==> src/hw/soc_defines.svh <==
`ifndef SOC_DEFINES_SVH
`define SOC_DEFINES_SVH

// RAM window, 4 KB of 32-bit words
`define RAM_BASE      32'h0000_2000
`define RAM_WORDS     1024

// Keyboard register block
`define KEY_DATA      32'h0000_8000
`define KEY_STAT      32'h0000_8004
`define KEY_CTRL      32'h0000_8008

// Serial console registers
`define CON_DATA      32'h0000_9000
`define CON_STAT      32'h0000_9004

// Clocks per serial bit, kept short for simulation
`define CON_BIT_CLKS  16

// Vector number shown while the keyboard interrupt is armed
`define KEY_IRQ_VEC   4'd1

`endif
==> src/hw/soc_pkg.sv <==
`default_nettype none

package soc_pkg;

    // Bus widths
    typedef logic [31:0] addr_t;
    typedef logic [31:0] word_t;
    typedef logic [7:0]  byte_t;

    // Zero means no request pending
    typedef logic [3:0]  irq_vec_t;

    // Access size code, same encoding as the CPU core
    typedef enum logic [1:0] {
        SIZE_WORD = 2'd0,
        SIZE_BYTE = 2'd1,
        SIZE_HALF = 2'd2
    } bus_size_e;

    // One bus request per cycle, rd and wr are strobes
    typedef struct packed {
        addr_t     addr;
        word_t     wdata;
        bus_size_e size;
        logic      rd;
        logic      wr;
    } bus_req_t;

    // Decoded keyboard event, valid is a single-cycle pulse
    typedef struct packed {
        logic  valid;
        logic  released;
        byte_t code;
    } key_evt_t;

    typedef enum logic [1:0] {PS2_IDLE, PS2_DATA, PS2_PARITY, PS2_STOP} ps2_state_e;

    typedef enum logic [1:0] {TX_IDLE, TX_START, TX_DATA, TX_STOP} tx_state_e;

endpackage

`default_nettype wire

==> src/hw/key_ctrl_regs.sv <==
`timescale 1ns/1ps
`default_nettype none
`include "soc_defines.svh"

module key_ctrl_regs
    import soc_pkg::*;
(
    input  logic     CLOCK_50,
    input  logic     KEY0,
    input  bus_req_t bus_req,
    input  logic     sel,
    input  key_evt_t evt,
    output word_t    rdata,
    output irq_vec_t irq_vec,
    input  logic     irq_ack
);

    byte_t key_code;
    logic  released;
    logic  pending;
    logic  enable;
    logic  irq_armed;
    logic  make_evt;
    logic  data_rd;
    logic  ctrl_wr;

    // Key press, not a release
    assign make_evt = evt.valid & ~evt.released;
    assign data_rd  = sel & bus_req.rd & (bus_req.addr == `KEY_DATA);
    assign ctrl_wr  = sel & bus_req.wr & (bus_req.addr == `KEY_CTRL);

    always_ff @(posedge CLOCK_50 or negedge KEY0) begin
        if (!KEY0) begin
            key_code  <= '0;
            released  <= 1'b0;
            pending   <= 1'b0;
            enable    <= 1'b0;
            irq_armed <= 1'b0;
        end else begin
            if (ctrl_wr) begin
                enable <= bus_req.wdata[0];
            end
            // New event wins over a data read in the same cycle
            if (evt.valid) begin
                key_code <= evt.code;
                released <= evt.released;
            end
            if (make_evt) begin
                pending <= 1'b1;
            end else if (data_rd) begin
                pending <= 1'b0;
            end
            // Request sent once per event, dropped on acknowledge
            if (make_evt && enable) begin
                irq_armed <= 1'b1;
            end else if (irq_ack) begin
                irq_armed <= 1'b0;
            end
        end
    end

    assign irq_vec = irq_armed ? `KEY_IRQ_VEC : 4'd0;

    // Read data, registered in the top level
    always_comb begin
        rdata = '0;
        if (sel) begin
            case (bus_req.addr)
                `KEY_DATA: rdata = {24'd0, key_code};
                `KEY_STAT: rdata = {30'd0, released, pending};
                `KEY_CTRL: rdata = {31'd0, enable};
                default:   rdata = '0;
            endcase
        end
    end

endmodule

`default_nettype wire

==> config.mk <==
export PLATFORM = sky130hd
export DESIGN_NAME = key_ctrl_regs
export DESIGN_NICKNAME = d
export VERILOG_FILES = /design/src/hw/soc_pkg.sv /design/src/hw/key_ctrl_regs.sv
export VERILOG_INCLUDE_DIRS = /design/src /design/src/hw
export SDC_FILE = /design/constraint.sdc
export NUM_CORES = 1
export LEC_CHECK = 0
export BUFFER_PORTS_ARGS = -buffer_cell sky130_fd_sc_hd__clkbuf_2
export CAP_MARGIN = 20
export CORE_UTILIZATION = 32
export DETAILED_ROUTE_END_ITERATION = 10
export MAX_ROUTING_LAYER = met4
export PLACE_DENSITY = 0.82
export REMOVE_ABC_BUFFERS = 1
export SYNTH_ARGS = -nofsm -noshare
export SYNTH_HDL_FRONTEND = slang
export SYNTH_SLANG_ARGS = --single-unit
==> constraint.sdc <==
create_clock -name CLOCK_50 -period 3.5 [get_ports CLOCK_50]
set_input_delay 0.35 -clock CLOCK_50 [delete_from_list [all_inputs] [get_ports CLOCK_50]]
set_output_delay 0.35 -clock CLOCK_50 [all_outputs]
set_load 0.01 [all_outputs]
==> flow_summary.json, run 1 <==
{
  "syn_inst": 87,
  "grt_setup_unrepaired": "false",
  "max_freq_ghz": 0.502,
  "crit_type": "input port to primary output",
  "synth-async-reset-ratio": 1.00,
  "clockBufferDepth": 2,
  "drtAntennaViolNets": 0,
  "start_util": 0.351,
  "critPathLaunch": "bus_req[48]",
  "critPathSlowestCell": "nor4_4",
  "synth_flop_cell": "dfrtp_1",
  "gp_congestion": 0.712,
  "grt_pass1_vias": 604,
  "io_pins": 118,
  "grtUsageTotal": 0.110,
  "tns_ps": 0,
  "die-width_um": 55.1,
  "synth_area_leaders": "dfrtp_1 (33%), buf_4 (23%), mux2_1 (11%)",
  "finalSetupViolations": 0,
  "p_leak_nw": 0.616,
  "grt_overflow_total": 0,
  "die_h_um": 55.1,
  "grt_use_met2": 0.191,
  "coreArea_sq_um": 2570,
  "setup_ws_ps": 1510,
  "synth_seq_area_share": 0.333,
  "hpwlAfterDp_mm": 1.45,
  "vias": 769,
  "fin_skew_ps": 0.133,
  "pre_cts_ws_ps": 1450,
  "layout_worst_path_cycle_share": 0.569,
  "diodes": 0,
  "finalPower_mw": 0.302,
  "drt-initial-drc-count": 6,
  "cts_tree": "yes",
  "period_needed_ps": 1990,
  "synth_top_area_cell": "dfrtp_1",
  "avgSynthCellArea_sq_um": 10.4,
  "grt_busiest_layer": "met2",
  "drc": 0,
  "slew_violations": 0,
  "worstHoldPathType": "input port to flop",
  "syn_to_final_growth_pct": 26.5,
  "ys_ff_latch": 12,
  "synthTopCellsByCount": "buf_4 (28), dfrtp_1 (12), mux2_1 (9), and2_1 (6)",
  "ys_types": 24,
  "cp_top_family": "simple AND/OR/NAND/NOR gates",
  "yosysWarnings": 0,
  "arrival_ps": 1640,
  "insertion_delay_ps": 270,
  "wl_mm": 1.63,
  "worst_setup_hold_path_clk_slew_ps": 60,
  "max-cap-violations": 0,
  "placed_cell_area_sq_um": 1110,
  "cts_root_buf": "clkbuf_4",
  "cts.sinks": 12,
  "crit_buf_inv": 2,
  "grt_max_degree": 13,
  "htree_num_levels": 1,
  "syn-cell-area_sq_um": 901,
  "numCtsBuffers": 3,
  "r2r-start": "enable$_DFFE_PN0P_",
  "startpoint_type": "input port",
  "endpoint_kind": "primary output",
  "yosysMostFrequentCell": "buf_4",
  "cpMostUsedCell": "clkbuf_2",
  "grt_use_met1": 0.117,
  "first_pass_iters": 3,
  "slowest_delay_ps": 360,
  "synth_top_area_frac": 0.333,
  "status": "finished, final reports clean",
  "worstPathMaxFanout": 6,
  "fin_area_sq_um": 1140,
  "ir_drop_mv": 0.266,
  "grt_pass1_wl_mm": 2.26,
  "synth_edf_count": 0,
  "vias_per_cell": 4.39,
  "fp.dieArea_sq_um": 3030,
  "postCtsResizedCells": 0,
  "nets": 229,
  "cp.required_ps": 3150,
  "dpl.cell_count": 171,
  "wire_per_inst_um": 9.31,
  "hold_violations": 0,
  "use_met3": 0.0191,
  "hp-start": "irq_ack",
  "path_cells": "clkbuf_2 -> nor4b_2 -> nand4_2 -> nor4_4 -> and2_1 -> clkbuf_2",
  "antenna_found_initial": 0,
  "rows": 18,
  "numPortBuffers": 57,
  "layout-drive-gt1-share": 0.469,
  "fin_cells": 175,
  "power_per_cell_area_nw_per_um2": 265
}
==> what timing repair did <==
item	4_1_cts	5_1_grt
buffers inserted	0	0
hold buffers	1	0
hold endpoints to repair	12	0
==> worst paths after layout <==
check	end	slack, ps	cells after the start
setup reg to reg	enable$_DFFE_PN0P_	2710	1
setup / recovery	rdata[6]	1510	6
min in group asynchronous	key_code[1]$_DFFE_PN0P_	480	2
hold / removal	irq_armed$_DFFE_PN0P_	250	2
max in group asynchronous	enable$_DFFE_PN0P_	2790	2
hold reg to reg	key_code[2]$_DFFE_PN0P_	480	1
==> layout make-up <==
class,count,area [sq um]
Inverter,3,11.3
Multi-Input combinational cell,69,473
Clock buffer,3,22.5
Fill cell,258,1430
Sequential cell,12,300
Timing Repair Buffer,58,295
Tap cell,30,37.5
==> cells in the final DEF (no fill, tap or decap) <==
cell type and instances:
clkbuf_2 57, conb_1 27, dfrtp_1 12, mux2_1 9, and2_1 6, nor4_2 3, nor4_1 3, inv_1 3
nor2_1 3, clkbuf_4 3, nor3_1 2, mux2i_1 2, o21ai_1 2, nand2_1 2, nor4b_4 1, nor4b_2 1
nand4_2 1, nand4_1 1, nor4_4 1, or2_1 1, a31oi_1 1, nand3b_1 1, mux2_2 1, o31ai_1 1
dlygate4sd3_1 1
==> metal layers <==
| metal | vias to the layer above | wire length, um | part of all wire |
|---|---|---|---|
| li1 | 365 | - | - |
| met3 | 3 | 222 | 0.14 |
| met1 | 341 | 576 | 0.35 |
| met5 | - | 0 | 0 |
| met2 | 60 | 799 | 0.49 |
| met4 | 0 | 31 | 0.019 |
==> metrics by stage <==
| stage | util | hold WS (ps) |
|---|---|---|
| CTS | 0.444 | 238 |
| global route | 0.444 | 252 |
| finish | 0.444 | 246 |
| floorplan | - | 54.4 |
| global placement | 0.431 | 244 |
| detailed placement | 0.431 | 246 |
==> kinds of logic after synthesis <==
| logic type | synth area share |
|---|---|
| AOI/OAI and AO/OA | 0.0264 |
| other | 0.00416 |
| and+or+nand+nor | 0.239 |
| DFF | 0.333 |
| muxes | 0.147 |
| buffers and inverters | 0.250 |
==> registers in the layout, summed over array words and instances (netlist names) <==
register and flops:
key_code 8, released 1, pending 1, enable 1, irq_armed 1
==> power by group <==
group	leakage [nW]	switching [mW]	internal, mW
clock	0.0138	0.0431	0.0399
combinational	0.460	0.0343	0.0314
sequential	0.142	0.00413	0.149
total	0.616	0.0815	0.220
(Power assumes the default switching activity.)
==> run 2, diff against run 1 <==
Settings changed: ABC_AREA from default to 1, CORE_UTILIZATION 32 to 30, PLACE_DENSITY 0.82 to 0.77.
Clock period 3.5 ns to 1.6 ns, I/O delays scaled along.
==> flow_summary.json, run 2 <==
{
  "status": "finished, final reports clean",
  "antenna_found_initial": 0,
  "diodes": 0,
  "cts_root_buf": "clkbuf_4",
  "hpwlAfterDp_mm": 1.58,
  "cts_tree": "yes",
  "syn_inst": 154,
  "ys_ff_latch": 12,
  "worstHoldPathType": "input port to flop",
  "slowest_delay_ps": 200,
  "finalPower_mw": 0.653,
  "synth_area_leaders": "dfrtp_1 (30%), buf_4 (21%), nand2_1 (12%)",
  "grtUsageTotal": 0.115,
  "worst_setup_hold_path_clk_slew_ps": 70,
  "largest_reg_flops": 8,
  "fill_cells": 345,
  "coreArea_sq_um": 3100,
  "tns_ps": 0,
  "fp.dieArea_sq_um": 3580,
  "fin_cells": 256,
  "startpoint_type": "input port",
  "wire_per_inst_um": 7.00,
  "grt_use_met2": 0.206,
  "vias_per_cell": 3.72,
  "synth-async-reset-ratio": 1.00,
  "cts_setup_buffers": 0,
  "grt_setup_unrepaired": "false",
  "yosysMostFrequentCell": "nand2_1",
  "syn_to_final_growth_pct": 25.6,
  "synth_top_area_cell": "dfrtp_1",
  "avgSynthCellArea_sq_um": 6.52,
  "yosysWarnings": 0,
  "die_h_um": 59.8,
  "max_freq_ghz": 0.759,
  "insertion_delay_ps": 260,
  "crit_buf_inv": 3,
  "arrival_ps": 1160,
  "postCtsResizedCells": 0,
  "reg2reg_slack_ps": 940,
  "synth_flop_cell": "dfrtp_1",
  "ir_drop_mv": 0.348,
  "path_cells": "clkbuf_2 -> inv_1 -> nand2_1 -> nor2_1 -> nand2_1 -> nor2_2 -> nand3_4 -> o21ai_1 -> clkbuf_2",
  "grt_use_met1": 0.128,
  "die-width_um": 59.8,
  "synth_edf_count": 0,
  "use_met3": 0.00866,
  "vias": 953,
  "layout-drive-gt1-share": 0.321,
  "worstPathMaxFanout": 8,
  "dpl.cell_count": 252,
  "cp.required_ps": 1440,
  "grt_pass1_wl_mm": 3.08,
  "first_pass_iters": 4,
  "power_per_cell_area_nw_per_um2": 519,
  "synthTopCellsByCount": "nand2_1 (33), inv_1 (32), buf_4 (28), nor2_1 (22), dfrtp_1 (12)",
  "grt_pass1_vias": 841,
  "critPathSlowestCell": "nor2_2",
  "final_cell_mix": "clkbuf_2 (57), nand2_1 (33), inv_1 (32)",
  "numCtsBuffers": 3,
  "numPortBuffers": 57,
  "nets": 296,
  "gp_congestion": 0.710,
  "ctsHoldBuffers": 1,
  "period_needed_ps": 1320,
  "io_pins": 118,
  "max-cap-violations": 0,
  "wl_mm": 1.79,
  "layout_worst_path_cycle_share": 0.824,
  "final_common_cell": "clkbuf_2",
  "start_util": 0.323,
  "slew_violations": 0,
  "htree_num_levels": 1,
  "finalSetupViolations": 0,
  "endpoint_kind": "primary output",
  "p_leak_nw": 0.789,
  "syn-cell-area_sq_um": 1000,
  "synth_top_area_frac": 0.299,
  "regMostFlops": "key_code",
  "grt_overflow_total": 0,
  "hold_violations": 0,
  "drtAntennaViolNets": 0,
  "crit_type": "input port to primary output",
  "ys_types": 18,
  "grt_max_degree": 18,
  "cp_top_family": "simple AND/OR/NAND/NOR gates",
  "synth_seq_area_share": 0.299,
  "grt_busiest_layer": "met2",
  "drt-initial-drc-count": 17,
  "drc": 0,
  "cts.sinks": 12,
  "rows": 20,
  "fin_skew_ps": 0.0985,
  "clockBufferDepth": 2
}
[run 2: path summary, 6_finish.rpt]
| check | from | to | cells past startpoint |
|---|---|---|---|
| setup / recovery | bus_req[44] | rdata[1] | 9 |
| min in group asynchronous | KEY0 | key_code[7]$_DFFE_PN0P_ | 2 |
| hold / removal | irq_ack | irq_armed$_DFFE_PN0P_ | 2 |
| max in group asynchronous | KEY0 | key_code[5]$_DFFE_PN0P_ | 2 |
| setup reg to reg | enable$_DFFE_PN0P_ | irq_armed$_DFFE_PN0P_ | 2 |
| hold reg to reg | key_code[0]$_DFFE_PN0P_ | key_code[0]$_DFFE_PN0P_ | 2 |
[run 2: metal layers]
metal,up-vias,wire [um]
met2,53,859
met5,-,0
met3,4,128
li1,510,-
met4,0,22
met1,386,781
[run 2: kinds of logic (layout without fill, tap and decap cells)]
logic type	after synthesis	in the layout	synth area share
AO/OA/AOI/OAI	10	10	0.0536
buffers and inverters	61	93	0.333
flip-flops	12	12	0.299
other	1	27	0.00374
AND/OR/NAND/NOR	70	70	0.310
[run 2: layout make-up]
type,instances,area (sq um),area share
clock buffer,3,22.5,0.0179
inverter,32,120,0.0953
multi-input combinational,107,467,0.370
sequential,12,300,0.238
tap,44,55.1,0.0437
timing repair buffer,58,295,0.234
[run 2: where the power goes]
part	leakage [nW]	internal [mW]	switching, mW	total, mW
Sequential	0.145	0.323	0.00658	0.330
Clock	0.0138	0.0868	0.0865	0.173
Combinational	0.630	0.0629	0.0872	0.150
Total	0.789	0.473	0.180	0.653
[run 2: per-stage QoR]
step | cell area [sq um] | hold slack (ps) | setup slack, ps | util
5_1_grt | 1260 | 91.5 | 146 | 0.406
3_3_place_gp | 1230 | 56.6 | 239 | 0.396
4_1_cts | 1260 | 88.8 | 241 | 0.406
6_report | 1260 | 92.9 | 282 | 0.406
3_5_place_dp | 1230 | 57.8 | 244 | 0.396
2_1_floorplan | 887 | -136 | 527 | -
