File: src/hw/soc_defines.svh
`ifndef SOC_DEFINES_SVH
`define SOC_DEFINES_SVH

// RAM window, 4 KB of 32-bit words
`define RAM_BASE      32'h0000_2000
`define RAM_WORDS     1024

// Keyboard register block
`define KEY_DATA      32'h0000_8000
`define KEY_STAT      32'h0000_8004
`define KEY_CTRL      32'h0000_8008

// Serial console registers
`define CON_DATA      32'h0000_9000
`define CON_STAT      32'h0000_9004

// Clocks per serial bit, kept short for simulation
`define CON_BIT_CLKS  16

// Vector number shown while the keyboard interrupt is armed
`define KEY_IRQ_VEC   4'd1

`endif
File: src/hw/soc_pkg.sv
`default_nettype none

package soc_pkg;

    // Bus widths
    typedef logic [31:0] addr_t;
    typedef logic [31:0] word_t;
    typedef logic [7:0]  byte_t;

    // Zero means no request pending
    typedef logic [3:0]  irq_vec_t;

    // Access size code, same encoding as the CPU core
    typedef enum logic [1:0] {
        SIZE_WORD = 2'd0,
        SIZE_BYTE = 2'd1,
        SIZE_HALF = 2'd2
    } bus_size_e;

    // One bus request per cycle, rd and wr are strobes
    typedef struct packed {
        addr_t     addr;
        word_t     wdata;
        bus_size_e size;
        logic      rd;
        logic      wr;
    } bus_req_t;

    // Decoded keyboard event, valid is a single-cycle pulse
    typedef struct packed {
        logic  valid;
        logic  released;
        byte_t code;
    } key_evt_t;

    typedef enum logic [1:0] {PS2_IDLE, PS2_DATA, PS2_PARITY, PS2_STOP} ps2_state_e;

    typedef enum logic [1:0] {TX_IDLE, TX_START, TX_DATA, TX_STOP} tx_state_e;

endpackage

`default_nettype wire

File: src/hw/console_tx.sv
`timescale 1ns/1ps
`default_nettype none
`include "soc_defines.svh"

module console_tx
    import soc_pkg::*;
(
    input  logic  CLOCK_50,
    input  logic  KEY0,
    input  logic  start,
    input  byte_t data,
    output logic  busy,
    output logic  txd
);

    localparam int CW = $clog2(`CON_BIT_CLKS);

    tx_state_e        state;
    logic [CW-1:0]    clk_cnt;
    logic [2:0]       bit_idx;
    byte_t            shift;
    logic             bit_end;

    // Last clock of the current bit
    assign bit_end = (clk_cnt == CW'(`CON_BIT_CLKS - 1));

    always_ff @(posedge CLOCK_50 or negedge KEY0) begin
        if (!KEY0) begin
            state   <= TX_IDLE;
            clk_cnt <= '0;
            bit_idx <= '0;
            shift   <= '0;
        end else begin
            if (state == TX_IDLE) begin
                // Writes while busy never reach here
                if (start) begin
                    shift   <= data;
                    clk_cnt <= '0;
                    state   <= TX_START;
                end
            end else begin
                clk_cnt <= bit_end ? '0 : clk_cnt + 1'b1;
                if (bit_end) begin
                    case (state)
                        TX_START: begin
                            bit_idx <= '0;
                            state   <= TX_DATA;
                        end
                        TX_DATA: begin
                            // LSB first
                            shift   <= shift >> 1;
                            bit_idx <= bit_idx + 3'd1;
                            if (bit_idx == 3'd7) begin
                                state <= TX_STOP;
                            end
                        end
                        default: state <= TX_IDLE;
                    endcase
                end
            end
        end
    end

    assign busy = (state != TX_IDLE);

    // Line idles high, start bit low, stop bit high
    assign txd = (state == TX_START) ? 1'b0 :
                 (state == TX_DATA)  ? shift[0] : 1'b1;

endmodule

`default_nettype wire

File: config.mk
export PLATFORM = sky130hd
export DESIGN_NAME = console_tx
export DESIGN_NICKNAME = d
export VERILOG_FILES = /design/src/hw/soc_pkg.sv /design/src/hw/console_tx.sv
export VERILOG_INCLUDE_DIRS = /design/src /design/src/hw
export SDC_FILE = /design/constraint.sdc
export NUM_CORES = 1
export LEC_CHECK = 0
export ABC_AREA = 0
export BUFFER_PORTS_ARGS = -buffer_cell sky130_fd_sc_hd__buf_2
export CAP_MARGIN = 20
export CORE_MARGIN = 2
export CORE_UTILIZATION = 45
export DETAILED_ROUTE_END_ITERATION = 16
export PLACE_DENSITY = 0.65
export SETUP_SLACK_MARGIN = 0.2
export SLEW_MARGIN = 0
export SYNTH_ARGS = -nofsm -noshare
export SYNTH_HDL_FRONTEND = slang
export SYNTH_SLANG_ARGS = --single-unit
File: constraint.sdc
create_clock -name CLOCK_50 -period 2.1 [get_ports CLOCK_50]
set_clock_uncertainty 0.05 [all_clocks]
set_input_delay 0.315 -clock CLOCK_50 [delete_from_list [all_inputs] [get_ports CLOCK_50]]
set_output_delay 0.315 -clock CLOCK_50 [all_outputs]
set_load 0.01 [all_outputs]
==> run metrics, run 1 <==
r2r endpoint state[1]$_DFFE_PN0P_; clk slew on worst S/H paths 0.10 ns; CP required about 1.7 ns; die area 2440 sq um; RSZ-0062 raised after global routing false; clock buffer count from CTS 3; CTS tree done; Least-Margin Pin Slew 0.397 ns; drt via density 5.42; GR Util All Layers 15.6%; CTS root buf clkbuf_4; Final Max Tran Viols 0; antenna violations before repair 0; maximum clock path buffer count 2; HP Start start; Final Cycle Share 86.0%; CTS resizes 0; die width 49.4 microns; area leader, netlist dfrtp_1; synth unique cells 32; Post-CTS Repair Setup Buffers 0; setup TNS 0 ns; Starting Density 47.7%; WHS Path Cells 2; number of H-tree levels 1; Hold WC Path Type input pin to flop; Util after Layout between 50 and 60%; critical path, cell by cell inv_1, ha_1, buf_4, inv_2, buf_2; GRT Residual Overflow 0; Area growth, synth to finish 13.5%; Synth top cells by count dfrtp_1 (17), nand2_1 (8), o221a_1 (7), or2_2 (7), ha_1 (6); Pwr per Cell Area 493 nW/um^2; number of DRC markers in iteration 0 10; Initial DRT Pass Iterations 4; Design Area, Final 1050 sq um; synth top area cells dfrtp_1 (46%), o221a_1 (8.5%), ha_1 (8.1%); CP delay by family, top buffers and inverters; n_diodes 0; FF-to-FF Start state[0]$_DFFE_PN0P_; core area 1940 sq um; Post-DP Area 1010 sq um; WL per Instance 13.6 microns; placer's final routability congestion estimate between 0.8 and 0.9; final setup fails 0; max-cap check violation count 0; pin count of the biggest net entering global routing 18; HPWL after DPL 1280 microns; Worst slew margin 73.6%; global-route wire length before repair 2940 microns; Worst setup EP type output pin; # DRC 0; status finished clean; io pins 13; vias in the first global route between 600 and 700; yosys warns 0; cell row count 16; syn nets 99; Worst EP arrival around 1.4 ns; Reg2Reg Setup Slack 0.43 ns; most numerous cell in the Yosys netlist dfrtp_1; Async SR Flop Fraction 100%; Seq/Total Area, Yosys 45.9%; DIE HEIGHT 49.4 microns; CP max-delay cell dfrtp_1; Hold Fails Final Rpt 0; Top FF cell, synth dfrtp_1; crit start category flop; number of nets in the layout 116; final WL 1700 microns; Worst-Skew Late Latency between 0.2 and 0.3 ns; fmax 554 MHz; peak supply drop 0.288 mV; register area between 400 and 500 sq um; Post-Synthesis Cells between 80 and 90; Fill cells 186; multi-input logic area 469 sq um; CP bufs+invs 4; Via Count between 600 and 700; Synth top area share 45.9%; R2R depth 5; LEAKAGE 0.473 nW; slowest stage delay, CP between 0.3 and 0.4 ns; Routed Antenna Nets 0; number of flops mapped to enable cells by yosys 0; CP Class flop to output pin; syn_area_per_cell 11.3 sq um; hold worst-path end clk_cnt[2]$_DFFE_PN0P_; Crit Path Max Fanout 12; Buffers on Ports 12; share of cells above drive strength 1 30.6%; clock sink count 17; final period demand of the worst path between 1.5 and 2 ns; area of the mapped netlist 926 sq um; Yosys reg bits 17
==> stage by stage <==
stage | cells | hold WS (ns) | power [W] | setup slack [ns]
finish | 125 | 0.253 | 0.000518 | 0.294
global route | 125 | 0.253 | 0.000547 | 0.203
floorplan | 82 | -0.0306 | 0.000334 | 0.535
CTS | 125 | 0.248 | 0.000527 | 0.294
detailed placement | 120 | 0.211 | 0.000350 | 0.453
global placement | 120 | 0.208 | 0.000350 | 0.501
==> flip-flops by register name, summed over array words and instances, names as in the netlist <==
register and flops:
bit_idx 3, shift 8, state 2, clk_cnt 4
==> layout make-up <==
| class | instances | area share, % |
|---|---|---|
| Clock buffer | 4 | 2.50 |
| Inverter | 5 | 1.79 |
| Multi-Input combinational cell | 58 | 44.6 |
| Sequential cell | 17 | 40.5 |
| Tap cell | 27 | 3.21 |
| Timing Repair Buffer | 14 | 7.38 |
==> layer usage <==
| metal | global-route usage, % | part of all wire (%) |
|---|---|---|
| met3 | 3.37 | 3.5 |
| met2 | 27.0 | 49 |
| met5 | 0 | 0 |
| met4 | 4.29 | 0 |
| met1 | 19.5 | 48 |
==> kinds of logic (layout without fill, tap and decap cells) <==
logic type	Yosys count	count (layout)	synth area share [%]
xor+xnor	1	1	0.946
simple gates	28	28	18.1
fa+ha+maj	6	6	8.11
buf+inv	7	23	3.38
mux	1	1	1.62
flops	17	17	45.9
compound gates	22	22	21.9
==> how the worst max path moves through the flow <==
stage | from | to | cells past startpoint
6_report | state[0]$_DFFE_PN0P_ | busy | 5
5_1_grt | state[0]$_DFFE_PN0P_ | busy | 5
4_1_cts | state[0]$_DFFE_PN0P_ | busy | 5
3_5_place_dp | state[0]$_DFFE_PN0P_ | state[1]$_DFFE_PN0P_ | 5
3_3_place_gp | state[0]$_DFFE_PN0P_ | state[1]$_DFFE_PN0P_ | 5
2_1_floorplan | state[0]$_DFFE_PN0P_ | state[1]$_DFFE_PN0P_ | 5
==> worst register-to-register path: cells and delay by family (launching register included) <==
| kind | cells | cell delay [ns] |
|---|---|---|
| and+or+nand+nor | 1 | 0.23 |
| buffers and inverters | 1 | 0.09 |
| AOI/OAI and AO/OA | 1 | 0.18 |
| adders and majority gates | 1 | 0.31 |
| DFF | 1 | 0.39 |
| muxes | 1 | 0.31 |
==> where the power goes <==
group	internal [W]	switching, W
clock	0.0000737	0.0000993
combinational	0.00000792	0.00000965
sequential	0.000327	0
total	0.000409	0.000109
==> timing repair <==
| item | 4_1_cts | 5_1_grt |
|---|---|---|
| hold buffers | 1 | 0 |
| hold endpoints to repair | 17 | 0 |
| endpoints found under the setup margin | 0 | 0 |
==> cells in the final DEF, fill, tap and decap left out, drive strengths merged <==
master and instances:
and2b 1, dlygate4sd3 1, clkbuf 4, a31o 1, nor2 2, inv 5
o211ai 2, a22o 1, nand2 8, a211oi 2, nand4 2, nand3 2
ha 6, a21oi 2, or2 7, o221a 7, o21ai 4, buf 13
o31ai 2, nand2b 2, dfrtp 17, nand3b 1, and3 2, o22ai 1
xnor2 1, nor3 1, mux2 1
No activity file was read; power rests on OpenSTA's default activity.
==> inputs of run 2 (changes only) <==
CORE_UTILIZATION = 48   (was 45)
PLACE_DENSITY = 0.69   (was 0.65)
==> run metrics, run 2 (synthesized netlist as in run 1, its figures left out) <==
GRT Residual Overflow 0 (unchanged); core area 1760 sq um (-9.1%); share of cells above drive strength 1 32.7% (+2.0 points); # DRC 0 (unchanged); CP Class flop to output pin; number of nets in the layout 116 (unchanged); antenna violations before repair 0 (unchanged); clock buffer count from CTS 3 (unchanged); DIE HEIGHT 47.9 microns (-2.9%); Worst slew margin 74.0% (+0.41 points); die area 2300 sq um (-5.7%); number of DRC markers in iteration 0 13 (+3); clock sink count 17 (unchanged); GR Util All Layers 17.8% (+2.2 points); Starting Density 52.5% (+4.8 points); vias in the first global route 674 (+1.4%); Worst-Skew Late Latency 0.30 ns (+0.02 ns); register area 425 sq um (unchanged); Buffers on Ports 12 (unchanged); global-route wire length before repair 2770 microns (-5.6%); Non-Filler Instances 123 (-1.6%); Routed Antenna Nets 0 (unchanged); Final Power 0.000525 W (+1.5%); HPWL after DPL 1260 microns (-1.6%); Fill cells 173 (-7.0%); most frequent cells in the layout dfrtp_1 (17), buf_2 (12), nand2_1 (8); Hold Fails Final Rpt 0 (unchanged); Least-Margin Pin Slew 0.390 ns (-0.00716 ns); peak supply drop 0.302 mV (+4.9%); multi-input logic area 472 sq um (+0.53%); Worst setup EP type output pin; placer's final routability congestion estimate 0.855 (+4.9%); clk slew on worst S/H paths 0.11 ns (about the same); Final Cycle Share 86.0% (about the same); biggest regs shift x8, clk_cnt x4, bit_idx x3; Post-CTS Repair Setup Buffers 0 (unchanged); max-cap check violation count 0 (unchanged); Pwr per Cell Area 499 nW/um^2 (+1.4%); RSZ-0062 raised after global routing false; fmax 554 MHz (about the same); drt via density 5.41 (about the same); final setup fails 0 (unchanged); Initial DRT Pass Iterations 4 (unchanged); CP required 1.74 ns (about the same); LEAKAGE 0.475 nW (+0.37%); status finished clean; pin count of the biggest net entering global routing 18 (unchanged); number of H-tree levels 1 (unchanged); io pins 13 (unchanged); CTS root buf clkbuf_4; die width 47.9 microns (-2.9%); final WL 1760 microns (+3.6%); Via Count 666 (-1.6%); final period demand of the worst path 1.81 ns (+0.000701 ns); Worst EP arrival 1.44 ns (about the same); max reg flops 8 (unchanged); WL per Instance 14.3 microns (+5.3%); maximum clock path buffer count 2 (unchanged); largest register by flop count shift; Crit Path Max Fanout 12 (unchanged); DP Cell Count 118 (-1.7%); Area growth, synth to finish 13.6%; commonest non-fill, non-tap cell in the layout dfrtp_1; Hold WC Path Type input pin to flop; CTS tree done; setup TNS 0 ns (unchanged); crit start category flop; n_diodes 0 (unchanged); Final Max Tran Viols 0 (unchanged); cell row count 15 (-1)
-- run 2: cell count changes in the layout (fill, tap and decap cells not counted), sizes merged --
cell | before | now
clkbuf | 4 | 3
clkinv | 0 | 1
-- run 2: path summary, 6_finish.rpt --
| kind | slack, ns | endpoint | start | cells after the start |
|---|---|---|---|---|
| max in group asynchronous | 1.29 | shift[5]$_DFFE_PN0P_ | KEY0 | 2 |
| min | 0.23 | clk_cnt[2]$_DFFE_PN0P_ | start | 2 |
| max reg2reg | 0.49 | shift[5]$_DFFE_PN0P_ | state[0]$_DFFE_PN0P_ | 6 |
| min in group asynchronous | 0.43 | state[0]$_DFFE_PN0P_ | KEY0 | 2 |
| min reg2reg | 0.46 | bit_idx[2]$_DFFE_PN0P_ | bit_idx[2]$_DFFE_PN0P_ | 2 |
| max | 0.29 | busy | state[0]$_DFFE_PN0P_ | 5 |
-- run 2: metrics by stage --
stage	util, %	cell area (sq um)	hold WS, ns	worst slack (ns)
5_1_grt	59.6	1050	0.229	0.204
3_3_place_gp	57.4	1010	0.208	0.500
3_5_place_dp	57.4	1010	0.211	0.450
6_report	59.6	1050	0.230	0.294
2_1_floorplan	-	926	-0.0306	0.535
4_1_cts	59.5	1050	0.226	0.293
-- run 2: report_power, final --
| part | switching (W) | internal [W] | total, W |
|---|---|---|---|
| Clock | 0.000110 | 0.0000709 | 0.000181 |
| Sequential | 0 | 0.000327 | 0.000327 |
| Combinational | 0.00000962 | 0.00000795 | 0.0000176 |
| Total | 0.000119 | 0.000406 | 0.000525 |
-- run 2: area by class of cell --
cell class                      instances  area share (%)
Inverter                                5            1.78
Timing Repair Buffer                   14            7.37
Clock inverter                          1           0.476
Multi-Input combinational cell         58            44.8
Tap cell                               25            2.97
Sequential cell                        17            40.4
Clock buffer                            3            2.14
-- run 2: layer usage --
layer | global-route usage [%] | part of all wire, % | vias up
li1 | - | - | 333
met1 | 21.8 | 48 | 322
met2 | 28.8 | 48 | 9
met3 | 4.15 | 2.9 | 2
met4 | 9.73 | 0.79 | 0
met5 | 0 | 0 | -
-- run 2: timing repair --
| action | in CTS | in global routing |
|---|---|---|
| gates resized for setup | 0 | 1 |
| endpoints found under the setup margin | 0 | 1 |
| hold buffers | 1 | 0 |
| endpoints found under the hold margin | 17 | 0 |
-- run 2: worst max-delay path, stage by stage (launching register included) --
cell and delay, ns:
dfrtp_1 0.39, inv_1 0.08, ha_1 0.22, buf_4 0.18
inv_2 0.13, buf_2 0.15
==> inputs of run 3 (changes only) <==
CAP_MARGIN = 15   (was 20)
GPL_TIMING_DRIVEN = 0   (was unset)
==> run metrics, run 3 (synthesized netlist as in run 1, its figures left out) <==
status finished clean; cell row count 15 (unchanged); most frequent cells in the layout dfrtp_1 (17), buf_2 (13), nand2_1 (8); GR Util All Layers 17.8% (unchanged); io pins 13 (unchanged); fmax 581 MHz (+5.0%); Routed Antenna Nets 0 (unchanged); maximum clock path buffer count 2 (unchanged); setup TNS 0 ns (unchanged); CTS tree done; global-route wire length before repair 2740 microns (-1.2%); peak supply drop 0.317 mV (+4.7%); CP max-delay cell dfrtp_1; Area growth, synth to finish 14.2%; placer's final routability congestion estimate 0.785 (-8.3%); Worst slew margin 74.3% (+0.34 points); antenna violations before repair 0 (unchanged); Worst-Skew Late Latency 0.30 ns (about the same); vias in the first global route 628 (-6.8%); slowest stage delay, CP 0.41 ns (+0.02 ns); Hold Fails Final Rpt 0 (unchanged); clock buffer count from CTS 3 (unchanged); Setup WS post-layout 0.379 ns (+0.0855 ns); max reg flops 8 (unchanged); # DRC 0 (unchanged); die area 2300 sq um (unchanged); number of H-tree levels 1 (unchanged); crit start category flop; CP bufs+invs 2 (-2); die width 47.9 microns (unchanged); Util after Layout 59.9% (+0.28 points); Crit Path Max Fanout 8 (-4); drt via density 5.48 (+1.1%); DIE HEIGHT 47.9 microns (unchanged); Final Cycle Share 81.9% (-4.1 points); Worst EP arrival 1.36 ns (-0.08 ns); Pwr per Cell Area 499 nW/um^2 (-0.12%); final WL 1670 microns (-5.0%); HPWL after DPL 1220 microns (-3.5%); final setup fails 0 (unchanged); Fill cells 157 (-9.2%); CP Class flop to output pin; Hold WC Path Type input pin to flop; Final Max Tran Viols 0 (unchanged); core area 1760 sq um (unchanged); final period demand of the worst path 1.72 ns (-0.0855 ns); WHS Path Cells 2 (unchanged); dpl ws 0.407 ns (-0.0428 ns); Initial DRT Pass Iterations 3 (-1); Starting Density 52.5% (unchanged); largest register by flop count shift; Least-Margin Pin Slew 0.385 ns (-0.00410 ns); R2R depth 5 (-1); clock sink count 17 (unchanged); Via Count 679 (+2.0%); WL per Instance 13.5 microns (-5.8%); n_diodes 0 (unchanged); pin count of the biggest net entering global routing 18 (unchanged); number of DRC markers in iteration 0 9 (-4); clk slew on worst S/H paths 0.10 ns (about the same); RSZ-0062 raised after global routing false; max-cap check violation count 0 (unchanged); Worst setup EP type output pin; final hold slack 0.235 ns (+0.00478 ns); CTS root buf clkbuf_4; CP required 1.74 ns (about the same); WP depth 4 (-1); GRT Residual Overflow 0 (unchanged); biggest regs shift x8, clk_cnt x4, bit_idx x3; number of nets in the layout 117 (+0.86%); LEAKAGE 0.479 nW (+0.90%); share of cells above drive strength 1 33.3% (+0.68 points); critical path, cell by cell inv_1, ha_2, a21oi_1, buf_2; commonest non-fill, non-tap cell in the layout dfrtp_1; Buffers on Ports 12 (unchanged); CP delay by family, top flip-flops
run 3: layer usage:
metal | track usage, % | vias to the layer above | wire length, microns
met1 | 23.0 | 329 | 826
met3 | 3.40 | 5 | 40
li1 | - | 337 | -
met5 | 0 | - | 0
met2 | 26.4 | 8 | 756
met4 | 13.0 | 0 | 51
run 3: worst register-to-register path, cell delays in order, from the launching register on:
cell,delay [ns]
dfrtp_1,0.41
inv_1,0.12
ha_1,0.23
nand2_1,0.26
or2_2,0.37
o221a_1,0.13
run 3: timing repair:
action | in CTS | in global routing
hold buffers | 1 | 0
hold endpoints to repair | 17 | 0
setup endpoints to repair | 0 | 1
setup buffers | 0 | 0
resized for setup | 0 | 1
run 3: cell type report:
cell class / count / area [sq um] / area share [%]
buffer: 2 / 12.5 / 1.18
clock buffer: 3 / 22.5 / 2.13
clock inverter: 1 / 5.00 / 0.473
inverter: 5 / 18.8 / 1.78
multi-input combinational: 58 / 472 / 44.6
sequential: 17 / 425 / 40.2
tap: 25 / 31.3 / 2.96
timing repair buffer: 13 / 70.1 / 6.63
run 3: path summary, 6_finish.rpt:
| check | startpoint | end | slack, ns |
|---|---|---|---|
| max in group asynchronous | KEY0 | bit_idx[2]$_DFFE_PN0P_ | 1.32 |
| worst max register to register | state[0]$_DFFE_PN0P_ | shift[0]$_DFFE_PN0P_ | 0.44 |
| worst min register to register | bit_idx[2]$_DFFE_PN0P_ | bit_idx[2]$_DFFE_PN0P_ | 0.45 |
| min in group asynchronous | KEY0 | clk_cnt[0]$_DFFE_PN0P_ | 0.41 |
| worst min-delay path | start | clk_cnt[2]$_DFFE_PN0P_ | 0.24 |
| worst max-delay path | state[0]$_DFFE_PN0P_ | txd | 0.38 |
run 3: power breakdown:
group / switching, W / internal, W
logic: 0.00000953 / 0.00000792
registers: 0 / 0.000327
clock network: 0.000111 / 0.0000711
run 3: per-stage QoR:
step,std cells,cell area [sq um],total power [W]
CTS,124,1050,0.000532
finish,124,1060,0.000527
global placement,119,1020,0.000350
floorplan,82,926,0.000334
detailed placement,119,1020,0.000350
global route,124,1060,0.000547
