===== src/hw/soc_defines.svh =====
`ifndef SOC_DEFINES_SVH
`define SOC_DEFINES_SVH

// RAM window, 4 KB of 32-bit words
`define RAM_BASE      32'h0000_2000
`define RAM_WORDS     1024

// Keyboard register block
`define KEY_DATA      32'h0000_8000
`define KEY_STAT      32'h0000_8004
`define KEY_CTRL      32'h0000_8008

// Serial console registers
`define CON_DATA      32'h0000_9000
`define CON_STAT      32'h0000_9004

// Clocks per serial bit, kept short for simulation
`define CON_BIT_CLKS  16

// Vector number shown while the keyboard interrupt is armed
`define KEY_IRQ_VEC   4'd1

`endif

===== src/hw/soc_pkg.sv =====
`default_nettype none

package soc_pkg;

    // Bus widths
    typedef logic [31:0] addr_t;
    typedef logic [31:0] word_t;
    typedef logic [7:0]  byte_t;

    // Zero means no request pending
    typedef logic [3:0]  irq_vec_t;

    // Access size code, same encoding as the CPU core
    typedef enum logic [1:0] {
        SIZE_WORD = 2'd0,
        SIZE_BYTE = 2'd1,
        SIZE_HALF = 2'd2
    } bus_size_e;

    // One bus request per cycle, rd and wr are strobes
    typedef struct packed {
        addr_t     addr;
        word_t     wdata;
        bus_size_e size;
        logic      rd;
        logic      wr;
    } bus_req_t;

    // Decoded keyboard event, valid is a single-cycle pulse
    typedef struct packed {
        logic  valid;
        logic  released;
        byte_t code;
    } key_evt_t;

    typedef enum logic [1:0] {PS2_IDLE, PS2_DATA, PS2_PARITY, PS2_STOP} ps2_state_e;

    typedef enum logic [1:0] {TX_IDLE, TX_START, TX_DATA, TX_STOP} tx_state_e;

endpackage

`default_nettype wire


===== src/hw/ps2_receiver.sv =====
`timescale 1ns/1ps
`default_nettype none

module ps2_receiver
    import soc_pkg::*;
(
    input  logic     CLOCK_50,
    input  logic     KEY0,
    input  logic     ps2_clk,
    input  logic     ps2_dat,
    output key_evt_t evt
);

    logic [2:0]  clk_sync;
    logic [1:0]  dat_sync;
    logic        clk_fall;
    logic        bit_in;
    ps2_state_e  state;
    logic [2:0]  bit_cnt;
    byte_t       shift;
    logic        parity;
    logic        brk;
    logic        frame_ok;

    // Two flops for metastability, third one for edge detection
    always_ff @(posedge CLOCK_50 or negedge KEY0) begin
        if (!KEY0) begin
            clk_sync <= 3'b111;
            dat_sync <= 2'b11;
        end else begin
            clk_sync <= {clk_sync[1:0], ps2_clk};
            dat_sync <= {dat_sync[0], ps2_dat};
        end
    end

    assign clk_fall = clk_sync[2] & ~clk_sync[1];
    assign bit_in   = dat_sync[1];

    // Odd parity over data and parity bit, stop bit must be high
    assign frame_ok = (^shift ^ parity) & bit_in;

    always_ff @(posedge CLOCK_50 or negedge KEY0) begin
        if (!KEY0) begin
            state   <= PS2_IDLE;
            bit_cnt <= '0;
            shift   <= '0;
            parity  <= 1'b0;
            brk     <= 1'b0;
            evt     <= '0;
        end else begin
            evt.valid <= 1'b0;
            if (clk_fall) begin
                case (state)
                    PS2_IDLE: begin
                        // Start bit is low
                        if (!bit_in) begin
                            bit_cnt <= '0;
                            state   <= PS2_DATA;
                        end
                    end
                    PS2_DATA: begin
                        // LSB first
                        shift   <= {bit_in, shift[7:1]};
                        bit_cnt <= bit_cnt + 3'd1;
                        if (bit_cnt == 3'd7) begin
                            state <= PS2_PARITY;
                        end
                    end
                    PS2_PARITY: begin
                        parity <= bit_in;
                        state  <= PS2_STOP;
                    end
                    default: begin
                        state <= PS2_IDLE;
                        if (frame_ok) begin
                            if (shift == 8'hF0) begin
                                // Break prefix, wait for the code that follows
                                brk <= 1'b1;
                            end else begin
                                evt.valid    <= 1'b1;
                                evt.released <= brk;
                                evt.code     <= shift;
                                brk          <= 1'b0;
                            end
                        end
                    end
                endcase
            end
        end
    end

endmodule

`default_nettype wire


===== config.mk =====
export PLATFORM = sky130hd
export DESIGN_NAME = ps2_receiver
export DESIGN_NICKNAME = d
export VERILOG_FILES = /design/src/hw/soc_defines.svh /design/src/hw/soc_pkg.sv /design/src/hw/ps2_receiver.sv
export SDC_FILE = /design/constraint.sdc
export NUM_CORES = 1
export LEC_CHECK = 0
export ABC_CLOCK_PERIOD_IN_PS = 2050
export BUFFER_PORTS_ARGS = -buffer_cell sky130_fd_sc_hd__buf_2
export CORE_ASPECT_RATIO = 1.5
export CORE_MARGIN = 2
export CORE_UTILIZATION = 53
export CTS_BUF_LIST = sky130_fd_sc_hd__clkbuf_4
export CTS_CLUSTER_DIAMETER = 30
export DETAILED_ROUTE_END_ITERATION = 12
export HOLD_SLACK_MARGIN = 0.12
export PLACE_DENSITY = 0.77
export SETUP_SLACK_MARGIN = 0.3
export SKIP_LAST_GASP = 1
export SYNTH_ARGS = -nofsm -noshare
export SYNTH_HDL_FRONTEND = slang
export SYNTH_SLANG_ARGS = --single-unit

===== constraint.sdc =====
create_clock -name CLOCK_50 -period 2.05 [get_ports CLOCK_50]
set_input_delay 0.1025 -clock CLOCK_50 [delete_from_list [all_inputs] [get_ports CLOCK_50]]
set_output_delay 0.1025 -clock CLOCK_50 [all_outputs]
set_load 0.005 [all_outputs]

==> reports/summary.md, run 1 <==
The logs give 31 for the largest net degree at the start of global routing and 2.25 ns for the required time reported for the critical path endpoint. The die is 64.37 um tall. The count of cells along the worst register-to-register path is 6, and the total power divided by cell area is 1234 mW/mm^2. The number of primary I/O pins was 14. Worst reg2reg path startpoint: shift[5].

The clock transition at the registers of the reported paths was 0.09 ns; the via count of the first global-routing pass was 873. The floorplan step defined a die boundary enclosing 0.002848 sq mm. After the last flow step, the layout net total stands at 133. Endpoint class of the critical path: a flip-flop.

Fraction of synthesis flops using an asynchronous set or reset pin: 1.000. Clock skew on the completed layout was measured at 0.01063 ns. The total global-route track usage is 0.1690, and the residual DRC count is 0. The number of design-rule violations left by the first detailed-router iteration was 6; the number of max-cap violations was 0.

For the relative slew slack, the log shows 0.5802. Ratio of final minimum period to clock period: 0.9946. The clock sink count came out at 30. Prior to clock tree synthesis, the placed netlist has a worst setup slack of -0.06361 ns.

Among all stages on the critical path, the largest delay is contributed by sky130_fd_sc_hd__xnor3_1. Setup repair after global routing could not meet its margin everywhere. Counting along the longest clock path gives a buffer depth of 2. Maximum ir drop on the vdd rail: 768.6 uV. Input and output buffers added on the ports amount to 13. The clock reaches the later pin of the worst-skew pair after 0.32 ns.

In this run, synthesis inferred 0 flip-flops with an integrated enable. The clock tree synthesis step divided the H-tree into 2 levels. HPWL after detailed placement: 1411 um. The sequential share of the synthesized area is 0.5879, and the clock period minus worst slack is 2.039 ns.

Number of buffers inserted during clock tree synthesis: 5. The logs give 2.24 ns for the arrival time of the worst setup path and 20 for the number of distinct library cells after synthesis. The share of final-layout standard cells stronger than drive strength 1 is 0.4250. The last weighted congestion value of the routability-driven placer was 0.7227. The mean cell area of the mapped netlist works out to 14.31 sq um.

In this run the clock root is driven by a sky130_fd_sc_hd__clkbuf_4. The routed layout has 773 vias. The floorplan has 21 rows. The number of iterations in the first detailed-routing pass was 4; the synthesized netlist net count was 104. The largest stage delay on the critical path came out at 0.43 ns. In the routed layout, each cell is associated on average with a via count of 5.406. For this run, the number of Yosys warnings is 0.

Setup violations remaining at the end of the flow were counted as 0. By startpoint and endpoint, the worst setup path is classified as flip-flop to flip-flop. The total congestion overflow after global routing is 0. The floorplan step set the die width to 44.24 um. After routing, the total negative slack on setup checks comes to 0 ns.

The first global-routing pass estimated 3463 um of wire. The initial core utilization was 0.5698; the number of antenna violations at the first check in global routing was 0. The critical-path maximum fanout was 3; the flop and latch count out of synthesis was 30.

The type of the most critical hold path was input port to asynchronous set/reset pin. The logs give 0.3250 ns for the worst hold margin and 0 for the number of pins with negative max-slew slack in the final report. For the pin with the worst max-slew slack, the measured transition is 0.6297 ns. The most used flip-flop cell after synthesis was sky130_fd_sc_hd__dfrtp_1.

The number of antenna diodes in the final layout is 0. The run finished with clean final reports. The static leakage power is 0.7811 nW. The worst setup path is launched from a flip-flop. The detail route stage leaves a number of antenna-violating nets equal to 0.

The maximum clock rate was 490.4 MHz. The number of cells produced by synthesis is 90, and the post-synth design cell area is 0.001287 sq mm. Setup slack after layout: 0.01097 ns.

The signal on the critical path passes through ha_1 > xnor3_1 > xnor2_2 > nor3_4 > buf_4 > mux2_2. The area growth from synthesis to layout is 19.34%. For flop-to-flop paths, the worst setup slack is 0.01 ns. The endpoint identified for the worst register-to-register timing path is evt[4]. TritonCTS built the clock tree. The run gives 0 as the final-report hold violation count.

The average detailed-routed wire length per instance is 13.27 um, and the area of the core is 0.002260 sq mm. Wires add up to 1898 um.
-- stage by stage --
| stage | util | cells | total power, mW | cell area (sq um) |
|---|---|---|---|---|
| global route | 0.6800 | 143 | 2.058 | 1536 |
| finish | 0.6800 | 143 | 1.896 | 1536 |
| detailed placement | 0.6163 | 127 | 1.484 | 1393 |
| CTS | 0.6711 | 142 | 1.903 | 1516 |
| global placement | 0.6163 | 127 | 1.444 | 1393 |
| floorplan | - | 90 | 1.327 | 1287 |
-- final cells by class --
class / count / area (sq um)
Clock buffer: 5 / 37.54
Clock inverter: 3 / 11.26
Fill cell: 166 / 723.2
Inverter: 7 / 26.28
Multi-Input combinational cell: 52 / 524.3
Sequential cell: 30 / 757.0
Tap cell: 23 / 28.78
Timing Repair Buffer: 23 / 151.4
-- cells in the mapped netlist, drive strengths merged, types with 2 or more instances --
cell type | n | share of area
xnor2 | 2 | 0.014
mux2 | 18 | 0.16
o21ai | 5 | 0.019
dfstp | 5 | 0.10
inv | 7 | 0.020
dfrtp | 25 | 0.49
a22o | 2 | 0.014
nand2 | 5 | 0.015
ha | 10 | 0.097
-- report_power, final --
part           total (mW)  switching, mW  internal [mW]
logic               0.762          0.332          0.429
clock network       0.301          0.179          0.122
registers           0.833         0.0944          0.739
total                1.90          0.606           1.29
-- registers in the layout, indices dropped and copies added, names as in the netlist --
name	flops
evt	10
state	2
dat_sync	2
shift	8
bit_cnt	3
brk	1
parity	1
clk_sync	3
-- per-layer routing --
layer  global-route usage  vias to the layer above  share of wire
met2               0.2904                       15           0.56
met4               0.1136                        0          0.031
li1                     -                      373              -
met3              0.05367                        8          0.036
met1               0.1632                      377           0.37
met5                    0                        -              0
-- how the worst max path moves through the flow --
| stage | start | endpoint |
|---|---|---|
| after floorplan | shift[2] | evt[0] |
| after global placement | shift[2] | evt[7] |
| after detailed placement | shift[2] | evt[7] |
| after CTS | shift[4] | evt[7] |
| after global routing | shift[5] | evt[2] |
| final | shift[5] | evt[4] |
-- logic make-up after synthesis --
| kind of cell | Yosys count | synth area share |
|---|---|---|
| AOI/OAI and AO/OA | 9 | 0.04471 |
| xor gates and xnor gates | 3 | 0.03110 |
| adders and majority gates | 10 | 0.09718 |
| buffers and inverters | 8 | 0.02332 |
| DFF | 30 | 0.5880 |
| muxes | 19 | 0.1652 |
| and+or+nand+nor | 11 | 0.05054 |
-- worst max-delay path: cells and delay by family (launching register included) --
family                   cells  cell delay, ns
XOR/XNOR                     2            0.61
flip-flops                   1            0.40
multiplexers                 1            0.32
adder cells (fa/ha/maj)      1            0.29
buffers and inverters        1            0.16
AND/OR/NAND/NOR              1            0.14
-- what timing repair did --
item,in CTS,in global routing
resized for setup,3,1
hold endpoints to repair,27,0
setup endpoints to repair,11,14
pin swaps,2,1
hold buffers,3,0
setup buffers,4,1
-- cells in the final DEF (no fill, tap or decap), types with 2 or more instances in the layout --
| cell | netlist | routed |
|---|---|---|
| sky130_fd_sc_hd__dfrtp_1 | 25 | 25 |
| sky130_fd_sc_hd__mux2_2 | 18 | 17 |
| sky130_fd_sc_hd__buf_2 | 0 | 13 |
| sky130_fd_sc_hd__ha_1 | 10 | 9 |
| sky130_fd_sc_hd__inv_1 | 7 | 7 |
| sky130_fd_sc_hd__buf_4 | 0 | 6 |
| sky130_fd_sc_hd__nand2_1 | 5 | 5 |
| sky130_fd_sc_hd__o21ai_0 | 5 | 5 |
| sky130_fd_sc_hd__dfstp_2 | 5 | 5 |
| sky130_fd_sc_hd__clkbuf_4 | 0 | 5 |
| sky130_fd_sc_hd__clkinv_1 | 0 | 3 |
| sky130_fd_sc_hd__dlygate4sd3_1 | 0 | 3 |
| sky130_fd_sc_hd__a22o_1 | 2 | 2 |
Note: power is estimated with default switching activity, not from simulation.
==> inputs of run 2 (changes only) <==
--- a/config.mk
+++ b/config.mk
@@ -5,16 +5,16 @@
 export SDC_FILE = /design/constraint.sdc
 export NUM_CORES = 1
 export LEC_CHECK = 0
-export ABC_CLOCK_PERIOD_IN_PS = 2050
+export ABC_CLOCK_PERIOD_IN_PS = 1990
 export BUFFER_PORTS_ARGS = -buffer_cell sky130_fd_sc_hd__buf_2
 export CORE_ASPECT_RATIO = 1.5
 export CORE_MARGIN = 2
-export CORE_UTILIZATION = 53
+export CORE_UTILIZATION = 59
 export CTS_BUF_LIST = sky130_fd_sc_hd__clkbuf_4
 export CTS_CLUSTER_DIAMETER = 30
 export DETAILED_ROUTE_END_ITERATION = 12
 export HOLD_SLACK_MARGIN = 0.12
-export PLACE_DENSITY = 0.77
+export PLACE_DENSITY = 0.81
 export SETUP_SLACK_MARGIN = 0.3
 export SKIP_LAST_GASP = 1
 export SYNTH_ARGS = -nofsm -noshare
==> constraint.sdc (replaced) <==
create_clock -name CLOCK_50 -period 1.99 [get_ports CLOCK_50]
set_input_delay 0.0995 -clock CLOCK_50 [delete_from_list [all_inputs] [get_ports CLOCK_50]]
set_output_delay 0.0995 -clock CLOCK_50 [all_outputs]
set_load 0.005 [all_outputs]
==> run 2 against run 1 <==
  * Clock power grew 14%
  * Largest cell class unchanged
  * Via count decreased by 2.2%
  * First-iteration DRC count up 33%
  * Non-clock buffer count is the same
  * The flow now finishes with violations (setup timing)
==> reports/summary.md, run 2 (synthesis results as in run 1) <==
The flip-flop count of the largest register, all copies and words added is 10 (unchanged), and the number of pins with negative max-slew slack in the final report is 0 (unchanged). The number of buffers inserted during clock tree synthesis is 5 (unchanged). The tools report the initial core utilization as 0.6274 (was 0.5698).

The run finished, with violations left. The tools report the met2 capacity usage during global routing as 0.3594 (was 0.2904). The clock transition at the registers of the reported paths works out to 0.09 ns (about the same). H-tree depth: 2 (unchanged). For the arrival time of the worst setup path, the log shows 2.27 ns (was 2.24 ns). The total power divided by cell area works out to 1355 mW/mm^2 (was 1234 mW/mm^2). The maximum ir drop on the vdd rail is 1039 uV (was 768.6 uV). The pre-CTS worst setup slack came out at -0.1041 ns (was -0.06361 ns). The clock latency of the later-clocked register in the worst-skew pair is 0.32 ns (about the same). Commonest cells after routing, fill and taps aside: 25 x sky130_fd_sc_hd__dfrtp_1, 17 x sky130_fd_sc_hd__mux2_2, 13 x sky130_fd_sc_hd__buf_2 (unchanged). The run gives 0 (unchanged) as the residual DRC count.

TritonCTS built the clock tree. The actual transition at the worst max-transition pin is 0.6447 ns (was 0.6297 ns). The residual antenna-violating net count after detailed routing came out at 0 (unchanged). The largest net degree at the start of global routing is 31 (unchanged). The first-pass GRT wire length was 3629 um (was 3463 um); the number of port buffers was 13 (unchanged).

The tools report the via total after detailed routing as 756 (was 773). For the area of the core, the log shows 0.002052 sq mm (was 0.002260 sq mm). The maximum clock rate came out at 484.7 MHz (was 490.4 MHz). For the static leakage power, the log shows 0.7861 nW (was 0.7811 nW). The logs give 2.076 mW (was 1.896 mW) for the power consumption and 133 (unchanged) for the final layout net count. The final-layout setup total negative slack was -0.5558 ns (was 0 ns); the share of final-layout standard cells stronger than drive strength 1 was 0.4583 (was 0.4250). Cell chain of the critical path: ha_1 > xnor3_1 > xnor2_2 > nor3_4 > buf_4 > mux2_2 (unchanged). The logs give 0.07918 (was 0.05367) for the met3 routing resource usage after global routing and 836 (was 873) for the via count of the first global-routing pass. The start-to-end type of the worst setup path was flip-flop to flip-flop (unchanged).

The run gives 0 (unchanged) as the final antenna diode count. The logs give 9 (was 0) for the total of endpoints with negative setup slack in the final report and -0.07331 ns (was 0.01097 ns) for the setup slack after layout. The kind of start point of the critical path is a flip-flop (unchanged). The clock sink count was 30 (unchanged). The most common cell after layout, fill and taps aside was sky130_fd_sc_hd__dfrtp_1 (unchanged). The largest stage delay on the critical path came out at 0.43 ns (about the same).

Slowest cell on the critical path: sky130_fd_sc_hd__xnor3_1 (unchanged). The required time reported for the critical path endpoint came out at 2.20 ns (was 2.25 ns). The logs give 8 (was 6) for the number of design-rule violations left by the first detailed-router iteration and 2 (unchanged) for the number of buffers between clock root and the deepest sink. The number of antenna violations at the first check in global routing is 0 (unchanged), and the clock period minus worst slack is 2.063 ns (was 2.039 ns). The critical-path maximum fanout was 4 (was 3); the relative slew slack was 0.5702 (was 0.5802). The total congestion overflow after global routing came out at 0 (unchanged). Root buffer cell: sky130_fd_sc_hd__clkbuf_4 (unchanged). The final-report hold violation count is 0 (unchanged). The growth of design area from synthesis to finish is 19.05% (was 19.34%). The average detailed-routed wire length per instance works out to 13.87 um (was 13.27 um). The die area was 0.002579 sq mm (was 0.002848 sq mm). Number of iterations in the first detailed-routing pass: 4 (unchanged). The run gives 20 (was 21) as the total number of placement rows. The ratio of final minimum period to clock period works out to 1.037 (was 0.9946). The endpoint class of the critical path is a flip-flop (unchanged).

The number of max-cap violations is 0 (unchanged). The die boundary height was 61.21 um (was 64.37 um); the sum of routed wire length over all layers was 1970 um (was 1898 um). The final reports fail on setup timing.

The last weighted congestion value of the routability-driven placer is 0.7813 (was 0.7227). Biggest regs: evt x10, shift x8 (unchanged). The die boundary width was 42.14 um (was 44.24 um); the total global-route track usage was 0.1965 (was 0.1690). The HPWL after detailed placement was 1454 um (was 1411 um). The routing layer with the top usage in global route is met2 (unchanged).

Setup repair after global routing could not meet its margin everywhere. The register with the highest flop count was evt (unchanged). The fraction of the core area covered by cells at the end of the flow was 0.7470 (was 0.6800); the detail-routed via count per cell was 5.324 (was 5.406).

Number of primary I/O pins: 14 (unchanged). The type of the most critical hold path is input port to asynchronous set/reset pin (unchanged). The met1 capacity usage during global routing was 0.2019 (was 0.1632); the clock skew after layout was 0.01228 ns (was 0.01063 ns).
run 2: cell types whose count changed in the layout (fill, tap and decap cells not counted), sizes merged:
cell    before  now
clkbuf       5    6
clkinv       3    2
run 2: per-stage QoR:
step | cell area, sq um | hold slack [ns] | std cells
floorplan | 1287 | -0.1961 | 90
global placement | 1399 | 0.1454 | 127
detailed placement | 1399 | 0.1570 | 127
CTS | 1519 | 0.3252 | 141
global route | 1533 | 0.3645 | 142
finish | 1533 | 0.3319 | 142
run 2: path summary, 6_finish.rpt:
path,from,endpoint,slack (ns),depth (start not counted)
max,shift[4],evt[0],-0.07,6
min,KEY0,evt[2],0.33,2
max reg2reg,shift[4],evt[0],-0.07,6
min reg2reg,clk_sync[0],clk_sync[1],0.36,0
max in group asynchronous,KEY0,state[0],1.23,2
min in group CLOCK_50,clk_sync[0],clk_sync[1],0.36,0
run 2: layout make-up:
class | instances | area [sq um]
clock buffers | 6 | 45.04
fillers | 145 | 519.2
inverters | 7 | 26.28
repair buffers | 23 | 147.6
multi-input cells | 52 | 520.5
flip-flops and latches | 30 | 757.0
well taps | 22 | 27.53
clock inverters | 2 | 8.758
run 2: critical path, delay by kind of cell (launching register included):
kind / cells / cell delay [ns]
DFF: 1 / 0.40
adders and majority gates: 1 / 0.29
and+or+nand+nor: 1 / 0.15
muxes: 1 / 0.33
buffers and inverters: 1 / 0.17
xor gates and xnor gates: 2 / 0.61
run 2: routing by layer:
metal  vias to the layer above  wire, um
met3                         2        68
met2                        14      1133
met4                         0        17
met1                       373       751
li1                        367         -
met5                         -         0
run 2: power by group:
group          total, mW  leakage (nW)  switching (mW)  internal (mW)
registers          0.863         0.386           0.101          0.761
logic              0.872         0.367           0.375          0.497
clock network      0.342        0.0331           0.196          0.146
total               2.08         0.786           0.672           1.40
run 2: repair_timing:
action | CTS | global route
hold endpoints to repair | 27 | 0
gates resized for setup | 4 | 2
hold buffers | 3 | 0
pin swaps | 2 | 0
setup endpoints to repair | 13 | 21
buffers inserted | 3 | 1
==> inputs of run 3 (changes only) <==
--- a/config.mk
+++ b/config.mk
@@ -14,7 +14,7 @@
 export CTS_CLUSTER_DIAMETER = 30
 export DETAILED_ROUTE_END_ITERATION = 12
 export HOLD_SLACK_MARGIN = 0.12
-export PLACE_DENSITY = 0.81
+export PLACE_DENSITY = 0.8
 export SETUP_SLACK_MARGIN = 0.3
 export SKIP_LAST_GASP = 1
 export SYNTH_ARGS = -nofsm -noshare
==> run 3 against run 2 <==
  * The flow still finishes with violations (setup timing)
  * Power is 3.7% lower
  * Die area stayed put
  * Non-clock buffer count stayed put
  * Largest power group is now sequential cells
==> reports/summary.md, run 3 (synthesis results as in run 1) <==
The via count of the first global-routing pass is 872 (was 836). The tools report the endpoint class of the critical path as a flip-flop (unchanged). The tools report the worst reg2reg path startpoint as shift[3] (was shift[4]). The total of fill cells in the finished design was 139 (was 145); the total global-route track usage was 0.2079 (was 0.1965). The number of antenna violations at the first check in global routing came out at 0 (unchanged).

Cell chain of the critical path: inv_1 > ha_4 > xnor3_1 > xnor2_2 > nor3_4 > buf_4 > mux2_2 (was ha_1 > xnor3_1 > xnor2_2 > nor3_4 > buf_4 > mux2_2). The cell count after placement was 127 (unchanged); the largest stage delay on the critical path was 0.41 ns (was 0.43 ns). The H-tree depth is 2 (unchanged), and the critical-path maximum fanout is 3 (was 4). Register with the highest flop count: evt (unchanged). The run gives 0 (unchanged) as the residual DRC count.

The average detailed-routed wire length per instance was 14.72 um (was 13.87 um). Root buffer cell: sky130_fd_sc_hd__clkbuf_4 (unchanged). The number of primary I/O pins was 14 (unchanged). The power consumption came out at 2.000 mW (was 2.076 mW). The sum of routed wire length over all layers was 2090 um (was 1970 um); the share of final-layout standard cells stronger than drive strength 1 was 0.4667 (was 0.4583). TritonCTS built the clock tree. Slowest cell on the critical path: sky130_fd_sc_hd__xnor3_1 (unchanged). Final cell area excluding filler cells: 0.001567 sq mm (was 0.001533 sq mm). The clock latency of the later-clocked register in the worst-skew pair came out at 0.33 ns (was 0.32 ns). Relative slew slack: 0.5773 (was 0.5702).

The run finished, with violations left. For the maximum clock rate, the log shows 483.4 MHz (was 484.7 MHz). Cell class contributing the biggest share of worst-path delay: XOR/XNOR gates (unchanged). The number of port buffers works out to 13 (unchanged).

Biggest regs: evt x10, shift x8 (unchanged). The run gives 2 (unchanged) as the number of buffers between clock root and the deepest sink. The logs give 0 (unchanged) for the total congestion overflow after global routing and 5 (unchanged) for the number of buffers inserted during clock tree synthesis. The run gives 0.6274 (unchanged) as the initial core utilization. The tools report the final layout net count as 133 (unchanged). The via total after detailed routing is 770 (was 756), and the number of iterations in the first detailed-routing pass is 4 (unchanged). The count of cells along the worst register-to-register path was 7 (was 6).

The growth of design area from synthesis to finish is 21.67% (was 19.05%), and the total of endpoints with negative setup slack in the final report is 9 (unchanged). The tools report the total number of placement rows as 20 (unchanged). The most common cell after layout, fill and taps aside is sky130_fd_sc_hd__dfrtp_1 (unchanged).

The area of the core was 0.002052 sq mm (unchanged). The arrival time of the worst setup path came out at 2.27 ns (about the same). The number of max-cap violations is 0 (unchanged).

Clock skew after layout: 0.01009 ns (was 0.01228 ns). For the final antenna diode count, the log shows 0 (unchanged). The number of buffers and inverters on the critical path came out at 2 (was 1).

Violated checks: setup timing (unchanged). The setup slack after layout is -0.07851 ns (was -0.07331 ns), and the clock transition at the registers of the reported paths is 0.09 ns (about the same). The residual antenna-violating net count after detailed routing came out at 0 (unchanged). The type of the most critical hold path is input port to asynchronous set/reset pin (unchanged).

The die boundary width is 42.14 um (unchanged), and the placement-stage cell area is 0.001399 sq mm (unchanged). The flip-flop count of the largest register, all copies and words added was 10 (unchanged); the count of placed standard cells in the final layout, fillers left out was 142 (unchanged). Last weighted congestion value of the routability-driven placer: 0.7812 (was 0.7813). The actual transition at the worst max-transition pin works out to 0.6341 ns (was 0.6447 ns).

The number of design-rule violations left by the first detailed-router iteration is 7 (was 8). HPWL after detailed placement: 1496 um (was 1454 um). Setup repair after global routing could not meet its margin everywhere.

Fraction of the core area covered by cells at the end of the flow: 0.7634 (was 0.7470). Required time reported for the critical path endpoint: 2.20 ns (about the same). The ratio of final minimum period to clock period works out to 1.039 (was 1.037). The detail-routed via count per cell works out to 5.423 (was 5.324).

Commonest cells after routing, fill and taps aside: 25 x sky130_fd_sc_hd__dfrtp_1, 14 x sky130_fd_sc_hd__mux2_2, 13 x sky130_fd_sc_hd__buf_2 (was 25 x sky130_fd_sc_hd__dfrtp_1, 17 x sky130_fd_sc_hd__mux2_2, 13 x sky130_fd_sc_hd__buf_2). Kind of start point of the critical path: a flip-flop (unchanged). The critical path launch point was shift[3] (was shift[4]). For the first-pass GRT wire length, the log shows 3691 um (was 3629 um).

The tools report the static leakage power as 0.7942 nW (was 0.7861 nW). Maximum ir drop on the vdd rail: 802.8 uV (was 1039 uV). The clock sink count is 30 (unchanged), and the number of pins with negative max-slew slack in the final report is 0 (unchanged). The run gives -0.08 ns (was -0.07 ns) as the flop-to-flop setup slack.

The total power divided by cell area was 1277 mW/mm^2 (was 1355 mW/mm^2). The clock period minus worst slack is 2.069 ns (was 2.063 ns), and the die area is 0.002579 sq mm (unchanged). The run gives 31 (unchanged) as the largest net degree at the start of global routing.

Start-to-end type of the worst setup path: flip-flop to flip-flop (unchanged). The capture point of the worst reg-to-reg path was evt[5] (was evt[0]). The final-report hold violation count was 0 (unchanged); the die boundary height was 61.21 um (unchanged).
-- run 3: cell counts in the layout (fill, tap and decap cells not counted) --
No cell type changed its count.
-- run 3: worst register-to-register path, cell delays in order (launching register included) --
cell                      delay [ns]
sky130_fd_sc_hd__dfrtp_1        0.36
sky130_fd_sc_hd__inv_1          0.08
sky130_fd_sc_hd__ha_4           0.25
sky130_fd_sc_hd__xnor3_1        0.41
sky130_fd_sc_hd__xnor2_2        0.18
sky130_fd_sc_hd__nor3_4         0.17
sky130_fd_sc_hd__buf_4          0.16
sky130_fd_sc_hd__mux2_2         0.33
-- run 3: area by class of cell --
type                            count  area (sq um)  share of cell area
Tap cell                           22         27.53             0.01757
Sequential cell                    30         757.0              0.4832
Timing Repair Buffer               23         151.4             0.09665
Clock buffer                        6         45.04             0.02875
Inverter                            7         26.28             0.01677
Multi-Input combinational cell     52         550.5              0.3514
Clock inverter                      2         8.758            0.005591
-- run 3: through the flow --
stage	TNS, ns	worst slack, ns	hold WS, ns
floorplan	-0.1134	-0.01260	-0.1961
global placement	-0.09723	-0.02670	0.1466
detailed placement	-0.6105	-0.09236	0.1591
CTS	-0.6298	-0.09454	0.3326
global route	-1.190	-0.1557	0.3642
finish	-0.4132	-0.07851	0.3181
-- run 3: worst max path at each step --
stage	endpoint	slack, ns	cells after the start
floorplan	evt[0]	-0.01	6
CTS	evt[5]	-0.09	7
global route	evt[5]	-0.16	7
global placement	evt[3]	-0.03	7
finish	evt[5]	-0.08	7
detailed placement	evt[3]	-0.09	7
-- run 3: where the power goes --
part | leakage, nW | switching (mW) | internal (mW) | total (mW)
logic | 0.375 | 0.345 | 0.442 | 0.787
clock network | 0.0331 | 0.197 | 0.146 | 0.343
registers | 0.386 | 0.108 | 0.761 | 0.870
-- run 3: timing repair --
action                                  in CTS  in global routing
resized for setup                            6                  6
pin swaps                                    2                  0
endpoints found under the hold margin       27                  0
endpoints found under the setup margin      12                 15
cloned                                       0                  0
hold buffers                                 3                  0
buffers inserted                             3                  1
-- run 3: layer usage --
metal / share of wire / up-vias / GRT usage / routed length (um)
met5: 0 / - / 0 / 0
met4: 0.025 / 0 / 0.1205 / 53
met3: 0.034 / 6 / 0.07038 / 71
met2: 0.60 / 13 / 0.4174 / 1257
met1: 0.34 / 387 / 0.1745 / 707
li1: - / 364 / - / -
